$ cat src/common/aznable_pkg.sv
`default_nettype none

package aznable_pkg;

	// plain vector types
	typedef logic [7:0] byte_t;
	typedef logic [15:0] addr_t;
	typedef logic [16:0] dn_addr_t;
	typedef logic [8:0] pos_t;
	// packed as {blue, green, red}
	typedef logic [23:0] rgb_t;
	typedef logic [15:0] timer_t;

	// memory sizes
	localparam int PGROM_AW = 15;
	localparam int WKRAM_AW = 14;

	// CPU address map
	localparam addr_t ADDR_IN0 = 16'h8000;
	localparam addr_t ADDR_VIDEO_CTL = 16'h8001;
	localparam byte_t PAGE_JOYSTICK = 8'h81;
	localparam byte_t PAGE_PS2_KEY = 8'h86;
	localparam byte_t PAGE_TIMESTAMP = 8'h88;
	localparam byte_t PAGE_TIMER = 8'h89;
	localparam addr_t ADDR_PAUSE = 16'h8A30;
	localparam addr_t ADDR_MENU = 16'h8A40;
	// work RAM fills 0xC000 to 0xFFFF
	localparam logic [1:0] WKRAM_BASE_BITS = 2'b11;

	// download index of the program ROM
	localparam byte_t DN_INDEX_PGROM = 8'd0;

	// 320x240 raster in 6 MHz pixel clocks
	localparam pos_t H_VISIBLE = 9'd320;
	localparam pos_t H_TOTAL = 9'd384;
	localparam pos_t H_SYNC_START = 9'd336;
	localparam pos_t H_SYNC_LEN = 9'd32;
	localparam pos_t V_VISIBLE = 9'd240;
	localparam pos_t V_TOTAL = 9'd264;
	localparam pos_t V_SYNC_START = 9'd244;
	localparam pos_t V_SYNC_LEN = 9'd4;

	// millisecond tick from clk_24
	localparam int MS_DIVIDER = 24000;
	localparam int MS_PRESCALE_W = 15;

	// 6 devices, 32 buttons each
	localparam int JOY_BYTES = 24;

	typedef struct packed {
		logic cyc;
		logic stb;
		logic we;
		addr_t adr;
		byte_t dat;
	} wb_req_t;

	typedef struct packed {
		byte_t dat;
		logic ack;
	} wb_rsp_t;

	typedef struct packed {
		dn_addr_t addr;
		byte_t data;
		logic wr;
		byte_t index;
	} dn_req_t;

	typedef struct packed {
		rgb_t rgb;
		logic a;
	} layer_pix_t;

	typedef struct packed {
		logic hs;
		logic vs;
		logic hb;
		logic vb;
		rgb_t rgb;
	} video_out_t;

	typedef struct packed {
		pos_t hcnt;
		pos_t vcnt;
		logic hs;
		logic vs;
		logic hb;
		logic vb;
	} raster_t;

	// one-cycle write strobes towards the control registers
	typedef struct packed {
		logic video_ctl;
		logic pause;
		logic menu;
		logic timer_clear;
		byte_t data;
	} ctl_wr_t;

	typedef enum logic {
		BUS_IDLE,
		BUS_ACK
	} bus_state_t;

endpackage

`default_nettype wire

$ cat src/hdl/input_ports.sv
`timescale 1ns/1ps
`default_nettype none

module input_ports (
	input wire logic clk_24,
	input wire logic rst,
	input wire aznable_pkg::addr_t addr,
	input wire aznable_pkg::raster_t raster,
	input wire logic menu,
	input wire logic timer_clear,
	input wire logic [aznable_pkg::JOY_BYTES*8-1:0] joystick,
	input wire logic [10:0] ps2_key,
	input wire logic [32:0] timestamp,
	output aznable_pkg::byte_t io_q
);
	import aznable_pkg::*;

	logic [MS_PRESCALE_W-1:0] prescale;
	timer_t timer;
	logic [255:0] joy_ext;
	logic [15:0] ps2_ext;
	logic [63:0] ts_ext;
	byte_t status_byte;

	// millisecond counter, restarted by a write to the timer page
	always_ff @(posedge clk_24)
	begin
		if (rst || timer_clear)
		begin
			prescale <= '0;
			timer <= '0;
		end
		else if (prescale == MS_PRESCALE_W'(MS_DIVIDER - 1))
		begin
			prescale <= '0;
			timer <= timer + 16'd1;
		end
		else
			prescale <= prescale + MS_PRESCALE_W'(1);
	end

	// zero padding makes the bytes past each bus read as 0
	assign joy_ext = 256'(joystick);
	assign ps2_ext = 16'(ps2_key);
	// byte 4 carries only the toggle bit
	assign ts_ext = 64'(timestamp);

	assign status_byte = {raster.hs, raster.vs, raster.hb, raster.vb, 2'b10, menu, 1'b0};

	always_comb
	begin
		if (addr == ADDR_IN0)
			io_q = status_byte;
		else
		begin
			case (addr[15:8])
				PAGE_JOYSTICK: io_q = joy_ext[{addr[4:0], 3'd0} +: 8];
				PAGE_PS2_KEY: io_q = ps2_ext[{addr[0], 3'd0} +: 8];
				PAGE_TIMESTAMP: io_q = ts_ext[{addr[2:0], 3'd0} +: 8];
				PAGE_TIMER: io_q = timer[{addr[0], 3'd0} +: 8];
				default: io_q = '0;
			endcase
		end
	end

endmodule

`default_nettype wire

$ cat config.mk
export PLATFORM = sky130hd
export DESIGN_NAME = input_ports
export DESIGN_NICKNAME = d
export VERILOG_FILES = /design/src/common/aznable_pkg.sv /design/src/hdl/input_ports.sv
export SDC_FILE = /design/constraint.sdc
export NUM_CORES = 1
export LEC_CHECK = 0
export BUFFER_PORTS_ARGS = -buffer_cell sky130_fd_sc_hd__buf_2
export CAP_MARGIN = 20
export CORE_AREA = 2 2 110 112
export CTS_BUF_LIST = sky130_fd_sc_hd__clkbuf_4 sky130_fd_sc_hd__clkbuf_8 sky130_fd_sc_hd__clkbuf_16
export DETAILED_ROUTE_END_ITERATION = 8
export DIE_AREA = 0 0 112 114
export PLACE_DENSITY_LB_ADDON = 0.15
export SLEW_MARGIN = 10
export SYNTH_ARGS = -nofsm -noshare
export SYNTH_HDL_FRONTEND = slang
export SYNTH_SLANG_ARGS = --single-unit
$ cat constraint.sdc
create_clock -name clk_24 -period 2.42 [get_ports clk_24]
set_input_delay 0.363 -clock clk_24 [delete_from_list [all_inputs] [get_ports clk_24]]
set_output_delay 0.363 -clock clk_24 [all_outputs]
set_load 0.03 [all_outputs]
==> results of run 1 <==
-- worst max-delay path: cells and delay by family --
kind	cells	cell delay, ns
AO/OA/AOI/OAI	1	0.21
multiplexers	1	0.35
AND/OR/NAND/NOR	3	0.45
buffers and inverters	5	0.64
-- kinds of logic after synthesis --
logic type	count (synthesis)	share of synthesized area, %
xor gates and xnor gates	22	5.21
adders and majority gates	2	0.677
buffers and inverters	32	5.32
AOI/OAI and AO/OA	67	11.6
and+or+nand+nor	152	22.7
muxes	74	37.7
DFF	31	16.8
-- final timing paths --
kind	startpoint	endpoint	slack (ns)	cells past startpoint
setup / recovery	addr[14]	io_q[0]	0.04	10
hold / removal	prescale[0]$_SDFF_PP0_	prescale[0]$_SDFF_PP0_	0.47	1
setup reg to reg	prescale[0]$_SDFF_PP0_	timer[15]$_SDFFE_PP0P_	0.46	6
hold reg to reg	prescale[0]$_SDFF_PP0_	prescale[0]$_SDFF_PP0_	0.47	1
-- stage by stage --
step / area, µm² / util [%] / setup TNS (ns)
after global routing: 6060 / 51.8 / -0.162
after global placement: 5470 / 46.7 / -0.658
after detailed placement: 5470 / 46.7 / -0.463
final: 6060 / 51.8 / 0
after CTS: 5690 / 48.6 / -0.0405
after floorplan: 3690 / - / 0
-- timing repair --
| action | in CTS | in global routing |
|---|---|---|
| setup endpoints to repair | 6 | 8 |
| cloned | 0 | 2 |
| resized for setup | 14 | 54 |
| pin swaps | 0 | 13 |
| setup buffers | 1 | 11 |
-- routing by layer --
metal  vias to the layer above  GRT usage (%)  share of wire, %
met1                      2177           28.9                41
met4                         0           6.18               1.9
met5                         -              0                 0
li1                       2102              -                 -
met2                       209           39.3                49
met3                        20           4.99               8.5
-- Yosys cell counts, drive strengths merged, types with 2 or more instances --
| library cell | instances | area [µm²] |
|---|---|---|
| mux4 | 51 | 1150 |
| nand2 | 41 | 154 |
| nor2 | 38 | 143 |
| dfxtp | 31 | 621 |
| buf | 24 | 166 |
| a21oi | 22 | 110 |
| mux2i | 16 | 160 |
| xor2 | 16 | 140 |
| nand3 | 12 | 60.1 |
| o21ai | 12 | 60.1 |
| and3 | 11 | 81.3 |
| nand4 | 10 | 83.8 |
| o22ai | 10 | 62.6 |
| mux2 | 7 | 78.8 |
| or3 | 6 | 37.5 |
| xnor2 | 6 | 52.6 |
| and4 | 5 | 48.8 |
| nor3 | 5 | 30.0 |
| a211oi | 4 | 30.0 |
| and2 | 4 | 26.3 |
| inv | 4 | 15.0 |
| nand2b | 4 | 25.0 |
| nand4b | 4 | 35.0 |
| a2111oi | 3 | 32.5 |
| nor2b | 3 | 18.8 |
| nor4b | 3 | 45.0 |
| a211o | 2 | 17.5 |
| a221oi | 2 | 17.5 |
| a22oi | 2 | 15.0 |
| a31oi | 2 | 12.5 |
| clkbuf | 2 | 7.51 |
| clkinv | 2 | 7.51 |
| ha | 2 | 25.0 |
| nor3b | 2 | 15.0 |
| o211ai | 2 | 20.0 |
| o221ai | 2 | 17.5 |
| or2 | 2 | 12.5 |
-- power by group through the flow --
stage	registers (mW)	logic, mW	clock network [mW]
floorplan	0.525	0.301	0
global placement	0.525	0.610	0
detailed placement	0.525	0.621	0
CTS	0.514	0.632	0.667
global route	0.514	0.743	0.690
finish	0.515	0.696	0.660
-- flip-flops by register name, indices dropped and copies added, names as in the netlist --
signal	flops
timer	16
prescale	15
-- layout make-up --
cell class | instances | area (µm²)
fillers | 1086 | 5650
multi-input cells | 317 | 3070
repair buffers | 326 | 2000
flip-flops and latches | 31 | 621
well taps | 147 | 184
clock buffers | 8 | 160
inverters | 6 | 26.3
==> load_flow_metrics.sql, run 1 <==
INSERT INTO impl_metrics (metric_group, metric, value, unit) VALUES
('run_status', 'run_status', 'finished clean', ''),
('yosys', 'synth_cell_types', '58', ''),
('grt', 'vias_in_the_first_global_route', '4495', ''),
('power_and_ir_drop', 'vdd.ir_drop.worst', '0.000251', 'V'),
('floorplanning', 'core_area', '11700', 'µm²'),
('sta', 'transition_time_of_the_tightest_slew_check_pin', '0.638', 'ns'),
('routing', 'first_pass_iters', '6', ''),
('yosys', 'synth_seq_area_share', '16.8', '%'),
('critical_path', 'critical_path_cell_list', 'buf_6 > nor4b_4 > buf_4 > buf_12 > buf_4 > nand2_2 > mux4_2 > a32oi_2 > nand2_1 > buf_6', ''),
('clocking', 'cts_tree', 'done', ''),
('critical_path', 'start_kind', 'input pin', ''),
('yosys', 'synth-seq-cells', '31', ''),
('routing', 'route.detailed.drc', '0', ''),
('grt', 'grt_max_degree', '29', ''),
('sta', 'final_setup_fails', '0', ''),
('job', 'maxCapViolCount', '0', ''),
('sta', 'fin_ws', '0.0383', 'ns'),
('clocking', 'clock_sink_count', '31', ''),
('sta', 'timing.max_slew.rel_slack', '57.1', '%'),
('floorplanning', 'fp.dieArea', '12800', 'µm²'),
('clocking', 'h-tree-depth', '2', ''),
('power_and_ir_drop', 'power.net_switching', '0.489', 'mW'),
('floorplanning', 'chipHeight', '114', 'µm'),
('floorplanning', 'die_w', '112', 'µm'),
('clocking', 'cts-hold-fix-buffers', '0', ''),
('power_and_ir_drop', 'finalPower', '1.87', 'mW'),
('yosys', 'synthesis.area', '3690', 'µm²'),
('routing', 'drt-initial-drc-count', '342', ''),
('routing', 'detail_route.wl_per_cell', '18.7', 'µm'),
('power_and_ir_drop', 'pwr-share-clk', '35.3', '%'),
('cells_and_area', 'area.growth.synth_to_final', '64.1', '%'),
('cells_and_area', 'finish.cell_count_without_fillers', '835', ''),
('cells_and_area', 'mostFrequentLayoutCell', 'sky130_fd_sc_hd__buf_2', ''),
('cells_and_area', 'final_layout_size_suffix_gt1_share', '63.2', '%'),
('placed_design', 'dp.final_hpwl', '12800', 'µm'),
('yosys', 'count_of_yosys_warnings_during_synthesis', '0', ''),
('sta', 'timing.clock.skew', '0.00627', 'ns'),
('sta', 'unrepaired_setup_endpoints_after_global_routing', 'true', ''),
('power_and_ir_drop', 'internal_dissipation', '1.38', 'mW'),
('cells_and_area', 'finalNetCount', '967', ''),
('yosys', 'synth_cells', '380', ''),
('clocking', 'root_buffer', 'sky130_fd_sc_hd__clkbuf_16', ''),
('sta', 'min_period', '2.38', 'ns'),
('critical_path', 'cp-end-kind', 'output port', ''),
('placed_design', 'dp.cells', '814', ''),
('yosys', 'synth_enable_flop_cells', '0', ''),
('grt', 'global_route.usage.total', '22.7', '%'),
('cells_and_area', 'final_cell_mix', 'sky130_fd_sc_hd__buf_2, sky130_fd_sc_hd__mux4_2, sky130_fd_sc_hd__buf_4', ''),
('placed_design', 'preCtsSetupSlack', '-0.246', 'ns'),
('yosys', 'mappedNetlistNets', '660', ''),
('routing', 'antenna_left', '0', ''),
('critical_path', 'crit_path_max_incr_delay', '0.35', 'ns'),
('critical_path', 'worst-endpoint-arrival', '2.02', 'ns'),
('placed_design', 'port_buf_inserts', '267', ''),
('routing', 'post_drt_via_cell_ratio', '5.40', ''),
('sta', 'finalCritPeriodShare', '98.4', '%'),
('power_and_ir_drop', 'combPwrFrac', '37.2', '%'),
('clocking', 'clk_path_buf_depth', '2', ''),
('floorplanning', 'fp-row-count', '40', ''),
('clocking', 'clkLatencyLatePin', '0.27', 'ns'),
('yosys', 'asyncSetResetFlopFracSynth', '0', '%'),
('critical_path', 'worstSetupPathType', 'input pin to output port', ''),
('floorplanning', 'effective_utilization_at_floorplan', '31.5', '%'),
('floorplanning', 'io-pin-count', '286', ''),
('yosys', 'syn_area_per_cell', '9.72', 'µm²'),
('grt', 'antenna_violations_before_repair', '0', ''),
('grt', 'wire_length_of_the_first_global_routing_pass', '22900', 'µm'),
('grt', 'overflow', '0', ''),
('sta', 'timing.fmax', '420', 'MHz'),
('critical_path', 'worst-path-max-fanout', '5', ''),
('clocking', 'worst_setup_hold_path_clk_slew', '0.05', 'ns');
Note: power is estimated with default switching activity, not from simulation.
==> run 2: changes to the inputs <==
- CORE_AREA: 2 2 110 112 -> 2 2 112 114
- DIE_AREA: 0 0 112 114 -> 0 0 114 116
==> run 2 against run 1 <==
Net effect:
- clock skew is 0.0025 ns lower
- clock-buffer cell count is 1 lower
- clock power is 7.3% lower
- cell area is 2.9% lower
- register-to-register slack better by 0.03 ns
- critical path type unchanged
- critical endpoint is now io_q[4]
- largest power group unchanged
==> load_flow_metrics.sql, run 2 (synthesized netlist as in run 1, its figures left out) <==
INSERT INTO impl_metrics (metric_group, metric, value, unit) VALUES
('routing', 'routed_wirelength', '15400', 'µm'),
('grt', 'gr-max-usage-layer', 'met2', ''),
('placed_design', 'placement.cell_area', '5480', 'µm²'),
('cells_and_area', 'max_reg_flops', '16', ''),
('grt', 'grtUsageMet2', '40.2', '%'),
('sta', 'min_period', '2.39', 'ns'),
('power_and_ir_drop', 'finalPower', '1.78', 'mW'),
('cells_and_area', 'regMostFlops', 'timer', ''),
('sta', 'timing.max_slew.rel_slack', '62.9', '%'),
('grt', 'overflow', '0', ''),
('clocking', 'clk_path_buf_depth', '2', ''),
('critical_path', 'crit_path_frequent_cell', 'sky130_fd_sc_hd__buf_4', ''),
('cells_and_area', 'finish.cell_count_without_fillers', '836', ''),
('grt', 'global_route.usage.total', '22.8', '%'),
('critical_path', 'crit_path_max_incr_delay', '0.37', 'ns'),
('cells_and_area', 'layout_top_registers', 'timer: 16 flops, prescale: 15 flops', ''),
('sta', 'timing.clock.skew', '0.00378', 'ns'),
('clocking', 'clock_sink_count', '31', ''),
('routing', 'first_pass_iters', '4', ''),
('placed_design', 'gp_congestion', '0.906', ''),
('cells_and_area', 'layout.filler_cells', '1167', ''),
('grt', 'globalRouteMet3Util', '3.97', '%'),
('critical_path', 'start_kind', 'input pin', ''),
('critical_path', 'r2r_start', 'prescale[0]$_SDFF_PP0_', ''),
('routing', 'detail_route.wl_per_cell', '18.4', 'µm'),
('hold_path', 'timing.hold.worst.start', 'prescale[0]$_SDFF_PP0_', ''),
('grt', 'vias_in_the_first_global_route', '4521', ''),
('clocking', 'clkLatencyLatePin', '0.28', 'ns'),
('job', 'maxCapViolCount', '0', ''),
('sta', 'unrepaired_setup_endpoints_after_global_routing', 'true', ''),
('critical_path', 'slowest_stage', 'sky130_fd_sc_hd__a2111oi_1', ''),
('routing', 'routed-via-count', '4441', ''),
('hold_path', 'hold_path_class', 'register to register', ''),
('critical_path', 'worst-path-max-fanout', '5', ''),
('critical_path', 'worstSetupPathType', 'input pin to output port', ''),
('cells_and_area', 'mostFrequentLayoutCell', 'sky130_fd_sc_hd__buf_2', ''),
('critical_path', 'critical_path_cell_list', 'buf_2 > nor4b_4 > buf_4 > buf_4 > and2_1 > and3_4 > buf_4 > a2111oi_1 > a21oi_1 > buf_4', ''),
('floorplanning', 'core_area', '11900', 'µm²'),
('cells_and_area', 'finalCoreUtilization', '49.4', '%'),
('grt', 'grt_util_met1', '29.2', '%'),
('sta', 'final_setup_fails', '0', ''),
('clocking', 'cts-hold-fix-buffers', '0', ''),
('power_and_ir_drop', 'vdd.ir_drop.worst', '0.000307', 'V'),
('critical_path', 'cp-end-kind', 'output port', ''),
('cells_and_area', 'final_design_area_no_fill', '5890', 'µm²'),
('floorplanning', 'fp.dieArea', '13200', 'µm²'),
('floorplanning', 'effective_utilization_at_floorplan', '31.0', '%'),
('routing', 'antenna_left', '0', ''),
('placed_design', 'port_buf_inserts', '267', ''),
('placed_design', 'dp.final_hpwl', '13100', 'µm'),
('critical_path', 'worst-endpoint-arrival', '2.03', 'ns'),
('sta', 'transition_time_of_the_tightest_slew_check_pin', '0.557', 'ns'),
('power_and_ir_drop', 'cellPowerDensity', '303', 'nW/µm²'),
('cells_and_area', 'final_cell_mix', 'sky130_fd_sc_hd__buf_2, sky130_fd_sc_hd__buf_4, sky130_fd_sc_hd__mux4_2', ''),
('sta', 'timing.fmax', '418', 'MHz'),
('sta', 'finalCritPeriodShare', '98.8', '%'),
('clocking', 'h-tree-depth', '2', ''),
('floorplanning', 'fp-row-count', '40', ''),
('sta', 'report.final.slew_viol_count', '0', ''),
('placed_design', 'dp.cells', '823', ''),
('power_and_ir_drop', 'total_leakage_power', '2.67', 'nW'),
('floorplanning', 'io-pin-count', '286', ''),
('cells_and_area', 'finalNetCount', '967', ''),
('cells_and_area', 'final_layout_size_suffix_gt1_share', '62.9', '%'),
('clocking', 'worst_setup_hold_path_clk_slew', '0.05', 'ns'),
('routing', 'route.detailed.drc', '0', ''),
('routing', 'post_drt_via_cell_ratio', '5.31', ''),
('sta', 'final-hold-violation-count', '0', ''),
('clocking', 'root_buffer', 'sky130_fd_sc_hd__clkbuf_16', ''),
('sta', 'tns', '0', 'ns'),
('grt', 'grt_max_degree', '18', ''),
('clocking', 'cts_tree', 'done', ''),
('routing', 'drt-initial-drc-count', '246', ''),
('cells_and_area', 'area.growth.synth_to_final', '59.3', '%'),
('clocking', 'cts-buffers-inserted', '5', ''),
('floorplanning', 'die_w', '114', 'µm'),
('floorplanning', 'chipHeight', '116', 'µm'),
('critical_path', 'worst-r2r-setup-slack', '0.49', 'ns'),
('grt', 'antenna_violations_before_repair', '1', ''),
('critical_path', 'worst_ep_required_time', '2.06', 'ns'),
('grt', 'wire_length_of_the_first_global_routing_pass', '23300', 'µm'),
('run_status', 'run_status', 'finished clean', ''),
('critical_path', 'cp-startpoint', 'addr[15]', '');
## run 2: changes by cell type in the layout (fill, tap and decap cells not counted), moves of 3 or more
cell                      before  now
sky130_fd_sc_hd__buf_4        48   56
sky130_fd_sc_hd__buf_12       10    3
sky130_fd_sc_hd__o22ai_1       4    8
sky130_fd_sc_hd__o22ai_2       5    2
## run 2: cell type report
| class | instances | area, µm² | area share, % |
|---|---|---|---|
| Multi-Input combinational cell | 317 | 3030 | 51.4 |
| Timing Repair Buffer | 326 | 1890 | 32.0 |
| Sequential cell | 31 | 621 | 10.5 |
| Tap cell | 147 | 184 | 3.12 |
| Clock buffer | 7 | 140 | 2.38 |
| Inverter | 6 | 22.5 | 0.383 |
| Clock inverter | 1 | 5.00 | 0.0850 |
| Antenna cell | 1 | 2.50 | 0.0425 |
## run 2: timing repair
item / CTS / global route
setup endpoints to repair: 8 / 8
resized for setup: 18 / 43
setup buffers: 2 / 2
pin swaps: 2 / 6
## run 2: layer usage
layer | wire length (µm) | vias to the layer above
li1 | - | 2104
met1 | 6450 | 2126
met2 | 7570 | 194
met3 | 1090 | 17
met4 | 255 | 0
met5 | 0 | -
## run 2: worst paths after layout
check | endpoint | depth (start not counted)
hold / removal | prescale[0]$_SDFF_PP0_ | 1
hold reg to reg | prescale[0]$_SDFF_PP0_ | 1
setup / recovery | io_q[4] | 10
setup reg to reg | timer[15]$_SDFFE_PP0P_ | 6
## run 2: worst max-delay path, delay by kind of cell
kind	cells	cell delay [ns]
buffers and inverters	5	0.71
AOI/OAI and AO/OA	2	0.49
and+or+nand+nor	3	0.45
## run 2: stage by stage
| stage | worst slack [ns] | hold WS [ns] |
|---|---|---|
| 2_1_floorplan | 0.0601 | 0.438 |
| 3_3_place_gp | -0.290 | 0.459 |
| 3_5_place_dp | -0.274 | 0.463 |
| 4_1_cts | 0.000978 | 0.475 |
| 5_1_grt | -0.0296 | 0.514 |
| 6_report | 0.0282 | 0.469 |
## run 2: power breakdown
group | switching, mW | internal (mW) | leakage, nW
clock | 0.211 | 0.401 | 0.0747
sequential | 0.00169 | 0.513 | 0.250
combinational | 0.262 | 0.393 | 2.34
total | 0.475 | 1.31 | 2.67
==> run 3: changes to the inputs <==
- RECOVER_POWER: not set -> 100
==> run 3 against run 2 <==
Net effect:
- clock power about the same
- clock skew increased by 0.00053 ns
- combinational power is essentially flat
- die area stayed put
- worst setup slack better by 0.0015 ns
- register-to-register slack got worse by 0.18 ns
- hold slack stayed put
- cell area down 0.34%
- core utilization fell by 0.17 points
- routed wire length is essentially flat
- via count increased by 1.4%
- flip-flop and latch count did not move
- critical path type unchanged
- highest routed layer unchanged
==> load_flow_metrics.sql, run 3 (synthesized netlist as in run 1, its figures left out) <==
INSERT INTO impl_metrics (metric_group, metric, value, unit) VALUES
('cells_and_area', 'regMostFlops', 'timer', ''),
('clocking', 'cts-buffers-inserted', '5', ''),
('hold_path', 'worstHoldPathCells', '1', ''),
('hold_path', 'hold_path_class', 'register to register', ''),
('sta', 'report.final.slew_viol_count', '0', ''),
('placed_design', 'gp_congestion', '0.906', ''),
('cells_and_area', 'final_layout_size_suffix_gt1_share', '62.6', '%'),
('cells_and_area', 'mostFrequentLayoutCell', 'sky130_fd_sc_hd__buf_2', ''),
('clocking', 'cts_tree', 'done', ''),
('grt', 'overflow', '0', ''),
('power_and_ir_drop', 'vdd.ir_drop.worst', '0.000307', 'V'),
('critical_path', 'cp-end-kind', 'output port', ''),
('critical_path', 'worstSetupPathType', 'input pin to output port', ''),
('cells_and_area', 'final_cell_mix', 'sky130_fd_sc_hd__buf_2, sky130_fd_sc_hd__buf_4, sky130_fd_sc_hd__mux4_2', ''),
('routing', 'detail_route.wl_per_cell', '18.4', 'µm'),
('hold_path', 'timing.hold.worst.start', 'prescale[0]$_SDFF_PP0_', ''),
('cells_and_area', 'final_design_area_no_fill', '5870', 'µm²'),
('power_and_ir_drop', 'cellPowerDensity', '304', 'nW/µm²'),
('grt', 'gr-max-usage-layer', 'met2', ''),
('placed_design', 'placement.cell_area', '5480', 'µm²'),
('cells_and_area', 'layout_top_registers', 'timer: 16 flops, prescale: 15 flops', ''),
('grt', 'global_route.usage.total', '22.8', '%'),
('critical_path', 'start_kind', 'input pin', ''),
('cells_and_area', 'max_reg_flops', '16', ''),
('sta', 'tns', '0', 'ns'),
('grt', 'globalRouteMet3Util', '3.97', '%'),
('power_and_ir_drop', 'total_leakage_power', '2.65', 'nW'),
('floorplanning', 'chipHeight', '116', 'µm'),
('routing', 'first_pass_iters', '4', ''),
('grt', 'vias_in_the_first_global_route', '4521', ''),
('clocking', 'h-tree-depth', '2', ''),
('critical_path', 'worstRegToRegCells', '6', ''),
('cells_and_area', 'finish.cell_count_without_fillers', '836', ''),
('critical_path', 'worst_ep_required_time', '2.06', 'ns'),
('critical_path', 'worst-r2r-setup-slack', '0.31', 'ns'),
('clocking', 'cts-hold-fix-buffers', '0', ''),
('clocking', 'clkLatencyLatePin', '0.28', 'ns'),
('hold_path', 'worst_hold_path.endpoint', 'prescale[0]$_SDFF_PP0_', ''),
('critical_path', 'r2r_start', 'prescale[0]$_SDFF_PP0_', ''),
('clocking', 'worst_setup_hold_path_clk_slew', '0.05', 'ns'),
('grt', 'antenna_violations_before_repair', '1', ''),
('sta', 'timing.max_slew.rel_slack', '62.9', '%'),
('cells_and_area', 'area.growth.synth_to_final', '58.8', '%'),
('cells_and_area', 'finalCoreUtilization', '49.3', '%'),
('sta', 'final-hold-violation-count', '0', ''),
('sta', 'final_setup_fails', '0', ''),
('grt', 'grtUsageMet2', '40.2', '%'),
('critical_path', 'worst-path-max-fanout', '5', ''),
('sta', 'min_period', '2.39', 'ns'),
('sta', 'transition_time_of_the_tightest_slew_check_pin', '0.556', 'ns'),
('grt', 'wire_length_of_the_first_global_routing_pass', '23300', 'µm'),
('floorplanning', 'die_w', '114', 'µm'),
('cells_and_area', 'layout.filler_cells', '1170', ''),
('floorplanning', 'fp.dieArea', '13200', 'µm²'),
('clocking', 'clk_path_buf_depth', '2', ''),
('routing', 'routed-via-count', '4501', ''),
('run_status', 'run_status', 'finished clean', ''),
('routing', 'post_drt_via_cell_ratio', '5.38', ''),
('routing', 'drt-initial-drc-count', '254', ''),
('grt', 'grt_util_met1', '29.2', '%'),
('clocking', 'clock_sink_count', '31', ''),
('sta', 'finalCritPeriodShare', '98.8', '%'),
('sta', 'timing.clock.skew', '0.00430', 'ns'),
('clocking', 'root_buffer', 'sky130_fd_sc_hd__clkbuf_16', ''),
('routing', 'antenna_left', '0', ''),
('critical_path', 'crit-reg2reg-capture', 'timer[14]$_SDFFE_PP0P_', ''),
('placed_design', 'dp.final_hpwl', '13100', 'µm'),
('floorplanning', 'effective_utilization_at_floorplan', '31.0', '%'),
('placed_design', 'port_buf_inserts', '267', ''),
('floorplanning', 'io-pin-count', '286', ''),
('floorplanning', 'fp-row-count', '40', ''),
('grt', 'grt_max_degree', '18', ''),
('sta', 'timing.fmax', '418', 'MHz'),
('floorplanning', 'core_area', '11900', 'µm²'),
('routing', 'routed_wirelength', '15400', 'µm'),
('sta', 'unrepaired_setup_endpoints_after_global_routing', 'true', ''),
('placed_design', 'dp.cells', '823', ''),
('routing', 'route.detailed.drc', '0', ''),
('cells_and_area', 'finalNetCount', '967', ''),
('job', 'maxCapViolCount', '0', ''),
('critical_path', 'worst-endpoint-arrival', '2.03', 'ns');
==> run 3: cell count changes in the layout (fill, tap and decap cells not counted) <==
cell,before,now
sky130_fd_sc_hd__and3_1,4,5
sky130_fd_sc_hd__and2_0,0,1
sky130_fd_sc_hd__nand4_1,8,9
sky130_fd_sc_hd__and3_4,4,3
sky130_fd_sc_hd__and2_1,3,2
sky130_fd_sc_hd__buf_2,256,255
sky130_fd_sc_hd__clkbuf_2,0,1
sky130_fd_sc_hd__nand4_4,1,0
==> run 3: layout make-up <==
class	count	area, µm²	share of cell area (%)
multi-input cells	317	3010	51.2
repair buffers	326	1890	32.1
flip-flops and latches	31	621	10.6
well taps	147	184	3.13
clock buffers	7	140	2.39
inverters	6	22.5	0.384
clock inverters	1	5.00	0.0853
diodes	1	2.50	0.0427
==> run 3: timing repair <==
item,in CTS,in global routing
gates resized for setup,18,43
endpoints found under the setup margin,8,8
pin swaps,2,6
buffers inserted,2,2
==> run 3: worst max-delay path, stage by stage <==
cell	delay [ns]
sky130_fd_sc_hd__buf_2	0.09
sky130_fd_sc_hd__nor4b_4	0.12
sky130_fd_sc_hd__buf_4	0.15
sky130_fd_sc_hd__buf_4	0.14
sky130_fd_sc_hd__and2_1	0.16
sky130_fd_sc_hd__and3_4	0.17
sky130_fd_sc_hd__buf_4	0.15
sky130_fd_sc_hd__a2111oi_1	0.37
sky130_fd_sc_hd__a21oi_1	0.12
sky130_fd_sc_hd__buf_4	0.18
==> run 3: metrics by stage <==
| step | total power, mW | setup slack [ns] | hold slack [ns] |
|---|---|---|---|
| final | 1.78 | 0.0297 | 0.469 |
| after global routing | 1.86 | -0.0296 | 0.514 |
| after CTS | 1.77 | 0.000978 | 0.475 |
| after detailed placement | 1.15 | -0.274 | 0.463 |
| after global placement | 1.14 | -0.290 | 0.459 |
| after floorplan | 0.826 | 0.0601 | 0.438 |
==> run 3: where the power goes <==
group / total, mW / switching, mW / internal, mW
Sequential: 0.515 / 0.00169 / 0.513
Clock: 0.611 / 0.210 / 0.401
Combinational: 0.655 / 0.262 / 0.393
Total: 1.78 / 0.473 / 1.31
==> run 3: layer usage <==
metal / vias to the layer above / share of wire (%)
li1: 2107 / -
met1: 2161 / 42
met2: 206 / 49
met3: 27 / 7.2
met4: 0 / 1.9
met5: - / 0
==> run 3: how the worst max path moves through the flow <==
stage,startpoint,to,depth (start not counted)
final,addr[15],io_q[4],10
after CTS,addr[1],io_q[3],9
after floorplan,addr[1],io_q[7],7
after global routing,addr[13],io_q[7],10
after detailed placement,addr[0],io_q[5],7
after global placement,addr[0],io_q[5],7
